===== src/rtl/serial_bus_pkg.sv =====
// Serial bus shared definitions
package serial_bus_pkg;

    // data word width, the one fixed word size of the bus
    localparam int DATA_W = 32;

    // header start pattern
    localparam logic [2:0] START_CODE = 3'b111;

    // start code, rw and burst bits
    localparam int HDR_FIXED_BITS = 5;

    // burst length field, n means n+1 words
    localparam int BURST_LEN_W = 4;

    typedef logic [DATA_W-1:0]      data_word_t;
    typedef logic [BURST_LEN_W-1:0] burst_len_t;

endpackage


===== src/rtl/read_collector.sv =====
// Read word collector
`timescale 1ns/100ps

module read_collector import serial_bus_pkg::*; (
    input  logic       clk,
    input  logic       resetn,
    input  logic       rd_bit,
    input  logic       rd_en,
    input  logic       rd_accept,
    output data_word_t rd_data,
    output logic       rd_data_valid,
    output logic       rd_credit,
    output logic       rd_word_done
);
    localparam int CNT_W = $clog2(DATA_W);

    logic [CNT_W-1:0] bit_cnt;
    data_word_t       shift_sr;
    data_word_t       hold;
    logic             word_in;

    assign word_in      = rd_en && (bit_cnt == CNT_W'(DATA_W-1));
    assign rd_word_done = rd_data_valid && rd_accept;
    assign rd_data      = hold;

    always_ff @(posedge clk or negedge resetn) begin
        if (!resetn) begin
            bit_cnt       <= '0;
            rd_data_valid <= 1'b0;
            rd_credit     <= 1'b0;
        end else begin
            if (rd_en) begin
                bit_cnt <= bit_cnt + 1'b1;
            end
            if (word_in) begin
                rd_data_valid <= 1'b1;
            end else if (rd_word_done) begin
                rd_data_valid <= 1'b0;
            end
            // credit stays up while the holding register is free and nothing is arriving
            rd_credit <= !rd_data_valid && !rd_en && (bit_cnt == '0);
        end
    end

    always_ff @(posedge clk) begin
        if (rd_en) begin
            shift_sr <= {shift_sr[DATA_W-2:0], rd_bit};
        end
        if (word_in) begin
            hold <= {shift_sr[DATA_W-2:0], rd_bit};
        end
    end

endmodule


===== config.mk =====
export PLATFORM = sky130hd
export DESIGN_NAME = read_collector
export DESIGN_NICKNAME = d
export VERILOG_FILES = /design/src/rtl/serial_bus_pkg.sv /design/src/rtl/read_collector.sv
export SDC_FILE = /design/constraint.sdc
export NUM_CORES = 1
export LEC_CHECK = 0
export ABC_CLOCK_PERIOD_IN_PS = 2840
export BUFFER_PORTS_ARGS = -buffer_cell sky130_fd_sc_hd__clkbuf_2
export CAP_MARGIN = 25
export CORE_ASPECT_RATIO = 1.5
export CORE_UTILIZATION = 30
export CTS_BUF_LIST = sky130_fd_sc_hd__clkbuf_4
export CTS_CLUSTER_SIZE = 30
export DETAILED_ROUTE_END_ITERATION = 10
export GPL_TIMING_DRIVEN = 0
export HOLD_SLACK_MARGIN = 0.08
export SYNTH_ARGS = -nofsm -noshare
export SYNTH_HDL_FRONTEND = slang
export SYNTH_SLANG_ARGS = --single-unit

===== constraint.sdc =====
create_clock -name clk -period 2.84 [get_ports clk]
set_input_delay 0.568 -clock clk [delete_from_list [all_inputs] [get_ports clk]]
set_output_delay 0.568 -clock clk [all_outputs]
set_load 0.02 [all_outputs]

---- Yosys cells after proc, flatten, opt, wreduce, memory -nomap -nowiden ----
Index checks and enable logic that the tools add are counted.
word-level totals
  input bits .............................. 5
  output and inout bits ................... 35
  register bits ........................... 70
cells by class
  reductions and logical operators ........ 8
  equal/unequal tests ..................... 1
  $add $sub $neg .......................... 1
  multiplexer cells ....................... 2
operator list
  operator                                                        count
  5-bit by 1-bit adder with 5-bit output (second input constant)  1
  5-bit == test (second input constant)                           1
  5-bit zero test                                                 1
  1-bit logical AND                                               4
  1-bit zero test                                                 2
  1-bit 2-to-1 mux                                                2
  2-bit nonzero test                                              1

---- Depth between registers and ports, before layout ----
  depth in word-level cells ............... 3
  mapped depth ............................ 5

---- Worst setup path before layout ----
No wires, ideal clock.
  path kind ............................... reg-to-reg
  from .................................... reg bit_cnt[0]
  to ...................................... reg hold[0], in the netlist rd_data[0] (enable)
  stages on the path, launching flop included .. 5
  setup time .............................. 0.393 ns
  data arrival time ....................... 1.609 ns
  clock period less this slack ............ 2.002 ns
  setup slack ............................. 0.838 ns
  buffers on the path ..................... 0
  data required time ...................... 2.447 ns
  cell sequence ........................... dfrtp_1 -> ha_1 -> and3_1 -> ha_1 -> and2_1
on the way
  word-level cells in the longest chain between the ends .. 2
ends and longest elaborated chain
  element                 line                  source
  start, declared         read_collector.sv:17  logic [CNT_W-1:0] bit_cnt;
  start signal, assigned  read_collector.sv:33  bit_cnt <= bit_cnt + 1'b1;
  5-bit == test           read_collector.sv:22  assign word_in = rd_en && (bit_cnt == CNT_W'(DATA_W-1));
  1-bit logical AND       read_collector.sv:22
  via word_in             read_collector.sv:20  logic word_in;
  end signal, assigned    read_collector.sv:50  hold <= {shift_sr[DATA_W-2:0], rd_bit};
  end, declared           read_collector.sv:19  data_word_t hold;
The timed path passes the listed nets, and every way through them passes these cells.
A chain may end at the register's enable or synchronous reset.

---- Worst setup path after layout ----
  from .................................... in rd_en
  to ...................................... reg hold[2], in the netlist rd_data[2] (enable)
on the way
  word-level cells in the longest chain between the ends .. 1
ends and longest elaborated chain
  element            line                  source
  start, declared    read_collector.sv:8   input logic rd_en,
  1-bit logical AND  read_collector.sv:22
  via word_in        read_collector.sv:20
The timed path passes the listed nets, and every way through them passes these cells.

==> key figures <==
Floorplan
  • Die Ht: approximately 110 um
  • Die width: 72.5 um
  • Core Rows: 38
  • Num ports: 40
  • Core Area: just over 7000 sq um
  • Initial Util: 30.9%
  • Die area: around 7800 sq um

Worst setup path
  • Max incr delay on CP: 0.61 ns
  • WS Path Type: input pin to register
  • Critical Path Sink Type: register
  • Crit path launch type: input pin
  • CP top delay family: buffers and inverters
  • Crit path buffers/inverters: 3
  • CP Max Fanout: 32
  • CP arrival: between 2 and 2.5 ns
  • Slowest cell on crit path: clkbuf_2
  • R2R setup slack: ~0.89 ns
  • CP Cell Sequence: clkbuf_2 -> buf_6 -> and2_1 -> buf_16
  • Data required, critical path: 2.94 ns

Route
  • Wire per inst: between 10 and 15 um
  • Drt total wl: 2990 um
  • Initial DRC count: 50
  • DRC Markers: 0
  • DRT Pass-1 Iters: 4
  • Antenna violation net count after detailed routing: 0
  • Vias: between 900 and 1000
  • Vias per cell: roughly 4.0

Global routing
  • Antenna violations before repair: 0
  • Largest net degree at the start of global routing: 33
  • Total gr overflow: 0
  • GRT Total Usage: roughly 8.5%
  • Number of global-route vias before repair: slightly below 1000
  • First-pass GRT wire length: roughly 4800 um

CTS
  • CTS resizes: 0
  • CTS tree: built
  • CTS Root Cell: clkbuf_4
  • H-tree levels: 3
  • Worst-case clock buffer depth: 2
  • # clock sinks: 70
  • Setup Fix Bufs, Post-CTS: 0
  • TritonCTS buffer count: 9
  • Post-CTS Hold Fix Bufs: 1
  • Reg clk slew, reported paths: 0.10 ns
  • Worst-skew pair later-pin latency: 0.39 ns

Logic synthesis
  • Mux contribution to synthesized area: 0.504%
  • Synth Area per Inst: 24.5 sq um
  • Largest family of logic cells by synthesized area: simple AND/OR/NAND/NOR gates
  • Area leader, netlist: edfxtp_1
  • Post-Synthesis Cell Area: between 2000 and 2500 sq um
  • Xor/xnor share of the synthesized area: 1.18%
  • Mapped Nets: 99
  • Syn Inst Count: 91
  • Share of the synthesized area in the top cell type: 84.7%
  • Seq/Total Area, Yosys: ~90%
  • Post-synth cell types: 16
  • Synth top area cells: edfxtp_1, dfrtp_1, ha_1
  • Simple-Gate Fraction of Synth Area: 2.52%
  • Flops & latches, synth: 70
  • Synth Area in Compound Gates: 0.560%
  • Ys Warns: 0
  • Post-synthesis adder-cell area fraction: 1.68%

Cells and area
  • Multi-input gate area: 144 sq um
  • Share of cells above drive strength 1: 39.9%
  • Finished Cell Area: 2730 sq um
  • Nets@finish: 151
  • Area growth from synthesis to layout: 22.2%
  • Antenna fix cells: 0
  • Area occupied by registers: 2070 sq um
  • Layout fillers: 678

STA
  • Worst-Margin Slew: 0.811 ns
  • Post-Route Skew: 0.0109 ns
  • Period utilization: 72.9%
  • Setup TNS: 0 ns
  • Slew HR: 45.9%
  • Min Clock Period, post-route: about 2.1 ns
  • Max-slew violations: 0
  • Fin. Hold Viols: 0
  • Final WS setup: slightly below 0.8 ns
  • Number of setup violations in the final report: 0
  • RSZ-0062 raised after global routing: false
  • FMAX: roughly 480 MHz

Place
  • Detailed placement HPWL: 1980 um
  • Port bufs: 39
  • Placed instance area: 2580 sq um
  • Dpl ws: 0.285 ns
  • Final Wtd Congestion: 0.651

Run
  • # Max-Cap Violations: 0

Min path
  • Worst hold path class: input pin to register

Power
  • Lkg Pwr: 1.03 nW
  • Power Density: 742 nW/um^2
  • VDD IR max: 0.257 mV

Run status
  • Status: finished clean
[power breakdown]
part           leakage (nW)  internal [mW]  switching, mW
combinational         0.273         0.0676         0.0867
sequential            0.679           1.21         0.0596
clock                0.0801          0.277          0.323
[layout make-up]
cell class,instances,share of cell area (%)
Buffer,1,0.413
Clock buffer,10,2.75
Sequential cell,70,75.7
Multi-Input combinational cell,17,5.27
Tap cell,100,4.59
Clock inverter,6,2.29
Inverter,3,0.413
Timing Repair Buffer,41,8.53
[placed cells by master, fill, tap and decap left out, types with 2 or more instances in the layout]
cell,instances
inv_1,3
nand2_1,2
edfxtp_1,63
xnor2_1,2
dfrtp_1,7
clkinv_2,3
and2_1,2
clkbuf_2,39
clkbuf_4,10
ha_1,3
clkinv_4,2
[cell families after synthesis]
group / count (synthesis)
AOI/OAI and AO/OA: 2
xor gates and xnor gates: 3
adders and majority gates: 3
buffers and inverters: 4
DFF: 70
muxes: 1
and+or+nand+nor: 8
[Yosys cell counts]
master,count
edfxtp_1,63
dfrtp_1,7
ha_1,3
inv_1,3
and2_1,2
nand2_1,2
xnor2_1,2
a21o_1,1
and3_1,1
buf_6,1
mux2_1,1
nand4_1,1
nor3_2,1
o21ai_1,1
or4b_4,1
xor2_1,1
[worst register-to-register path: stages, from the launching register on]
cell and delay (ns):
dfrtp_1 0.43, ha_1 0.20, and3_1 0.15, ha_1 0.13, and2_1 0.50, buf_16 0.24
[stage by stage]
stage	cells	util, %	total power [mW]	hold slack (ns)
4_1_cts	248	37.8	2.05	0.334
6_report	248	37.8	2.02	0.365
3_3_place_gp	230	35.3	1.42	0.409
3_5_place_dp	231	35.7	1.45	0.409
5_1_grt	248	37.8	2.12	0.340
2_1_floorplan	91	-	1.38	0.272
[path summary, 6_finish.rpt]
check / depth (start not counted) / end / startpoint
min in group asynchronous: 2 / bit_cnt[2] / resetn
worst max register to register: 5 / rd_data[2] / bit_cnt[0]
worst max-delay path: 4 / rd_data[2] / rd_en
worst min-delay path: 1 / rd_data[0] / rd_bit
max in group asynchronous: 2 / bit_cnt[3] / resetn
worst min register to register: 0 / rd_data[31] / shift_sr[30]
[sequential cells by signal, indices dropped and copies added, names as in the netlist]
register       cells
shift_sr          31
rd_data_valid      1
bit_cnt            5
rd_credit          1
rd_data           32
[routing by layer]
metal,wire [um],GRT usage (%),vias to the layer above
met5,0,0,-
met4,57,4.62,0
li1,-,-,457
met1,1280,9.42,486
met3,191,3.65,6
met2,1460,13.4,36
(Power assumes the default switching activity.)
