$ cat src/rtl/serial_bus_pkg.sv
// Serial bus shared definitions
package serial_bus_pkg;

    // data word width, the one fixed word size of the bus
    localparam int DATA_W = 32;

    // header start pattern
    localparam logic [2:0] START_CODE = 3'b111;

    // start code, rw and burst bits
    localparam int HDR_FIXED_BITS = 5;

    // burst length field, n means n+1 words
    localparam int BURST_LEN_W = 4;

    typedef logic [DATA_W-1:0]      data_word_t;
    typedef logic [BURST_LEN_W-1:0] burst_len_t;

endpackage

$ cat src/rtl/slave_select.sv
// Slave selector
`timescale 1ns/100ps

module slave_select import serial_bus_pkg::*; #(
    parameter int NUM_SLAVES = 4,
    parameter int ADDR_DEPTH = 256
) (
    input  logic                  clk,
    input  logic                  resetn,
    input  logic                  ctrl_bit,
    input  logic                  ctrl_en,
    input  logic                  wr_en,
    input  logic                  last,
    output logic [NUM_SLAVES-1:0] slave_ctrl_en,
    output logic [NUM_SLAVES-1:0] slave_wr_en,
    input  logic [NUM_SLAVES-1:0] slave_rd_bit,
    input  logic [NUM_SLAVES-1:0] slave_rd_en,
    input  logic [NUM_SLAVES-1:0] slave_wr_credit,
    input  logic [NUM_SLAVES-1:0] slave_busy,
    output logic                  wr_credit,
    output logic                  rd_bit,
    output logic                  rd_en,
    input  logic                  rd_credit,
    output logic [NUM_SLAVES-1:0] slave_rd_credit
);
    localparam int ADDR_W     = $clog2(ADDR_DEPTH);
    localparam int SLAVE_ID_W = (NUM_SLAVES > 1) ? $clog2(NUM_SLAVES) : 1;
    localparam int ID_END     = 3 + SLAVE_ID_W;
    localparam int HDR_LEN    = HDR_FIXED_BITS + SLAVE_ID_W + ADDR_W;
    localparam int CNT_W      = $clog2(HDR_LEN + 1);

    logic [ID_END-2:0]     lead_sr;
    logic [CNT_W-1:0]      hdr_cnt;
    logic [SLAVE_ID_W-1:0] sel_id;
    logic                  sel_valid;
    logic                  id_phase;
    logic [NUM_SLAVES-1:0] sel_mask;

    assign id_phase = (hdr_cnt < CNT_W'(ID_END));
    assign sel_mask = sel_valid ? (NUM_SLAVES'(1) << sel_id) : '0;

    // start code and id reach every slave, the rest only the chosen one
    assign slave_ctrl_en   = ctrl_en ? (id_phase ? '1 : sel_mask) : '0;
    assign slave_wr_en     = wr_en ? sel_mask : '0;
    assign slave_rd_credit = rd_credit ? sel_mask : '0;

    assign wr_credit = |(slave_wr_credit & sel_mask);
    assign rd_bit    = |(slave_rd_bit & sel_mask);
    assign rd_en     = |(slave_rd_en & sel_mask);

    always_ff @(posedge clk or negedge resetn) begin
        if (!resetn) begin
            hdr_cnt   <= '0;
            lead_sr   <= '0;
            sel_id    <= '0;
            sel_valid <= 1'b0;
        end else begin
            hdr_cnt <= ctrl_en ? hdr_cnt + 1'b1 : '0;
            if (ctrl_en && id_phase) begin
                lead_sr <= {lead_sr[ID_END-3:0], ctrl_bit};
                if (hdr_cnt == CNT_W'(ID_END-1) && lead_sr[ID_END-2 -: 3] == START_CODE) begin
                    sel_id    <= {lead_sr[SLAVE_ID_W-2:0], ctrl_bit};
                    sel_valid <= 1'b1;
                end
            end else if (sel_valid && !ctrl_en && !last && !slave_busy[sel_id]) begin
                sel_valid <= 1'b0;
            end
        end
    end

endmodule

$ cat config.mk
export PLATFORM = sky130hd
export DESIGN_NAME = slave_select
export DESIGN_NICKNAME = d
export VERILOG_FILES = /design/src/rtl/serial_bus_pkg.sv /design/src/rtl/slave_select.sv
export SDC_FILE = /design/constraint.sdc
export NUM_CORES = 1
export LEC_CHECK = 0
export BUFFER_PORTS_ARGS = -buffer_cell sky130_fd_sc_hd__buf_4
export CORE_UTILIZATION = 38
export CTS_BUF_LIST = sky130_fd_sc_hd__clkbuf_16
export DETAILED_ROUTE_END_ITERATION = 10
export PLACE_DENSITY_LB_ADDON = 0.08
export SYNTH_ARGS = -nofsm -noshare
export SYNTH_HDL_FRONTEND = slang
export SYNTH_SLANG_ARGS = --single-unit
$ cat constraint.sdc
create_clock -name clk -period 2.2 [get_ports clk]
set_input_delay 0 -clock clk [delete_from_list [all_inputs] [get_ports clk]]
set_output_delay 0 -clock clk [all_outputs]
set_load 0.005 [all_outputs]
* Yosys cells after proc, flatten, opt, wreduce, memory -nomap -nowiden
Index checks and enable logic that the tools add are counted. Widths: inputs -> output; s select.
Storage, ports and cells: input port bits 23, register bits after elaboration 11
Cells by class: bitwise operators 3, $add $sub $neg 1, order comparisons 2, eq/ne operators 3, shift-type cells 1, reduce and logical (&&, ||, !) cells 14, mux-type cells 11
Operators with widths (count):
- $mux 4 | 6
- $and 4x4->4 | 3
- $reduce_or 4->1 | 3
- $logic_and 1x1->1 | 5
- $add 4x1->4 const B | 1
- $eq 4x3->1 const B | 1
- $lt 4x3->1 const B | 1
- $mux 1 | 4
- $reduce_and 2->1 | 2
- $shl 1x2->4 const A | 1
- $eq 3x3->1 const B | 1
- $logic_not 1->1 | 3
- $lt 2x3->1 const B | 1
- $bmux 1 s2 | 1
- $ne 2x1->1 const B | 1
- $reduce_bool 2->1 | 1

* Logic depth before layout (Yosys ltp)
depth in word-level cells 6, gate-level depth with buffers 6, depth with buffers taken out 6

* Worst setup path after synthesis
Ideal clock, no wire load.
path kind register to register, start point register hdr_cnt[0], end point register sel_id[0], slack 0.597 ns, cell stages (with the launch flop) 7, arrival time 1.479 ns, path buffers 0, required time 2.075 ns, setup time 0.125 ns, period minus slack after synthesis 1.603 ns, path through dfrtp_1 -> inv_1 -> ha_1 -> nand2b_1 -> nand3b_4 -> nor4_4 -> mux2_2
Between the ends: longest elaborated chain between the ends 3, elaborated cells on any way between the ends 5, those cells by class order compare: 1; eq/ne: 1; reduce/logical: 3
Ends and longest elaborated chain:
- from (decl) | line slave_select.sv:33 | logic [CNT_W-1:0] hdr_cnt;
- from (signal assigned) | line slave_select.sv:58 | hdr_cnt <= ctrl_en ? hdr_cnt + 1'b1 : '0;
- $lt 4x3->1 / $eq 4x3->1 (equally long branches) | line slave_select.sv:39, slave_select.sv:61
- $logic_and 1x1->1, on equally long branches | line slave_select.sv:59, slave_select.sv:61
- $reduce_and 2->1 (no source line) *
- to (signal assigned) | line slave_select.sv:62 | sel_id <= {lead_sr[SLAVE_ID_W-2:0], ctrl_bit};
- to (decl) | line slave_select.sv:34 | logic [SLAVE_ID_W-1:0] sel_id;
Mark *: on every way between the ends. The rest lies on a longest branch, timed or not. A chain may end at the register's enable or synchronous reset.

* Worst setup path in the final report
start point register hdr_cnt[0], end point register sel_id[1]
The elaborated chain is that of the path after synthesis.

==> summary.md <==
| Metric | Value |
|---|---|
| Die Y-Extent | roughly 46 um |
| Bufs on Longest Clock Path | 2 |
| Synthesized instance count | 70 |
| Total power | 0.6806 mW |
| Synth Area in Adders | 0.05172 |
| CP Class | reg2reg |
| Worst r2r src | hdr_cnt[0] |
| Max Cap Viol | 0 |
| Placed instance area | 1025 um^2 |
| R2R Setup Slk | 450 ps |
| Area growth syn-to-layout | 53.45% |
| Fmax | 572.9 MHz |
| Cell count of the worst hold path | 2 |
| Chip width | approximately 46 um |
| Tmin final | 1746 ps |
| Largest net degree at the start of global routing | 14 |
| Vias in the first global route | roughly 550 |
| Warnings from Yosys | 0 |
| Synthesized cell area | 725.7 um^2 |
| Number of I/O port buffers | 37 |
| Async set-reset flop share out of synthesis | 1.000 |
| Post_cts resized | 0 |
| RSZ-0062 raised after global routing | false |
| Fin. max-slew vios | 0 |
| Final setup fails | 0 |
| Final period utilization | 0.7934 |
| PwrDens | 611.2 nW/um^2 |
| Row count | 15 |
| R2r endpoint | sel_id[1] |
| CP Data Required Time | about 2300 ps |
| Leak | 0.5363 nW |
| HP Class | in2reg |
| Residual DRC count | 0 |
| Layout Nets | 137 |
| Placer Congestion | 0.6811 |
| Status | finished, final reports clean |
| Synth Flop Type | dfrtp_1 |
| Final hold vios | 0 |
| Total negative setup slack | 0 ps |
| Post-synthesis mux area share | 0.1983 |
| CP max FO | 10 |
| ANT nets after route | 0 |
| Via count | 659 |
| DR WL/cell | 12.30 um |
| Hold Path Sink | sel_id[0] |
| Initial antenna violation count | 0 |
| Post-route cell area | 1114 um^2 |
| CTS sink cnt | 11 |
| Leading cell type in the layout, fill and taps excluded | buf_4 |
| Complex-gate fraction of the synthesized area | 0.06034 |
| DRT Pass-1 Iters | 4 |
| Worst Path Arrival | between 1500 and 2000 ps |
| Max IR drop VDD | 0.5687 mV |
| Commonest non-fill, non-tap cells in the layout | 37 x buf_4, 11 x dfrtp_1, 9 x nor2_1, 6 x and2_1, 6 x nand2_1 |
| Pre-CTS setup slack | 445.8 ps |
| Syn Area/Cell | a little over 10 um^2 |
| Tot GR Track Use | 0.1817 |
| Total CTS buffers | 3 |
| Synth unique cells | 23 |
| Final HPWL DP | 1301 um |
| Crit. End Element | register |
| Post-synthesis simple-gate area fraction | 0.2517 |
| CP Launch Type | register |
| Diode count | 0 |
| Worst slew pin tran | 468.2 ps |
| Syn_nets | 96 |
| Overflow after GRT | 0 |
| Hold Slack | about 14 ps |
| Initial DRC count | 9 |
| Vias per Instance | 4.881 |
| CTS tree | built |
| CTS H-tree depth | 1 |
| Number of flops mapped to enable cells by yosys | 0 |
| Synth Area in XOR/XNOR | 0.02414 |
| Root Buffer Master | clkbuf_16 |
| Critical hold path startpoint | ctrl_bit |
| Io pins | 38 |
| Setup WS post-layout | between 400 and 500 ps |
| Largest family of logic cells by synthesized area | simple AND/OR/NAND/NOR gates |
| Worst relative slew slack | 0.6879 |
| Post-synthesis sequential area ratio | 0.3793 |
| Synthesized flop and latch total | 11 |
| First-pass GRT wire length | 2511 um |
| Core area | approximately 1800 um^2 |
| Initial core utilization | 0.4113 |
| Layout cell share with drive strength beyond 1 | 0.4545 |
| Clock latency on the worst-skew pair | around 240 ps |
| Clk slew on worst S/H paths | approximately 40 ps |
| Final clock skew | roughly 3.3 ps |
| R2R cell count | 6 |
| Drt total wl | 1661 um |
| Die area | 2088 um^2 |
[routing by layer]
layer,up-vias,share of wire,track usage,wire length [um]
met5,-,0,0,0
li1,324,-,-,-
met1,309,0.41,0.2337,688
met4,0,0.013,0.1059,21
met3,2,0.067,0.06349,112
met2,24,0.50,0.2629,837
[stage by stage]
| stage | utilization | cells |
|---|---|---|
| after floorplan | - | 70 |
| after CTS | 0.6312 | 135 |
| after global placement | 0.5809 | 130 |
| after global routing | 0.6312 | 135 |
| final | 0.6312 | 135 |
| after detailed placement | 0.5809 | 130 |
[report_power, final]
| part | internal (mW) | switching, mW |
|---|---|---|
| registers | 0.225 | 0.0231 |
| clock network | 0.238 | 0.0813 |
| logic | 0.0715 | 0.0420 |
| total | 0.534 | 0.146 |
[final cells by class]
cell class                      instances  area (um^2)
Fill cell                             152        650.6
Timing Repair Buffer                   38        287.8
Clock buffer                            3        75.07
Multi-Input combinational cell         53        425.4
Inverter                                4        15.01
Tap cell                               25        31.28
Clock inverter                          1        3.754
Sequential cell                        11        275.3
[state kept, by name (all words and copies together), names as in the netlist]
register,cells
hdr_cnt,4
lead_sr,4
sel_id,2
sel_valid,1
[kinds of logic (layout without fill, tap and decap cells)]
| logic type | Yosys count | after routing |
|---|---|---|
| simple gates | 31 | 31 |
| fa+ha+maj | 3 | 3 |
| flops | 11 | 11 |
| compound gates | 7 | 7 |
| xor+xnor | 2 | 2 |
| mux | 10 | 10 |
| buf+inv | 6 | 46 |
[synthesized netlist by cell type (2+ instances only)]
cell type | instances | area, um^2
dfrtp_1 | 11 | 275.3
nor2_1 | 9 | 33.78
and2_1 | 6 | 37.54
nand2_1 | 6 | 22.52
mux2_2 | 5 | 56.30
inv_1 | 4 | 15.01
ha_1 | 3 | 37.54
mux4_2 | 3 | 67.56
nand2b_1 | 3 | 18.77
o21ai_0 | 3 | 15.01
buf_2 | 2 | 10.01
mux2i_1 | 2 | 20.02
nand3_1 | 2 | 10.01
o31ai_1 | 2 | 15.01
[critical path, stage by stage, from the launching register on]
cell	delay [ps]
dfrtp_1	400
inv_1	100
ha_1	130
nand2b_1	150
nand3b_4	150
nor4_4	310
mux2_2	380
[worst max-delay path by stage]
stage          slack, ps         to       start
2_1_floorplan        600  sel_id[0]  hdr_cnt[0]
3_3_place_gp         530  sel_id[0]  hdr_cnt[0]
3_5_place_dp         450  sel_id[1]  hdr_cnt[0]
4_1_cts              430  sel_id[1]  hdr_cnt[0]
5_1_grt              320  sel_id[1]  hdr_cnt[0]
6_report             450  sel_id[1]  hdr_cnt[0]
[what timing repair did]
item	4_1_cts	5_1_grt
hold buffers	1	0
endpoints found under the hold margin	11	0
setup buffers	0	0
(Power assumes the default switching activity.)
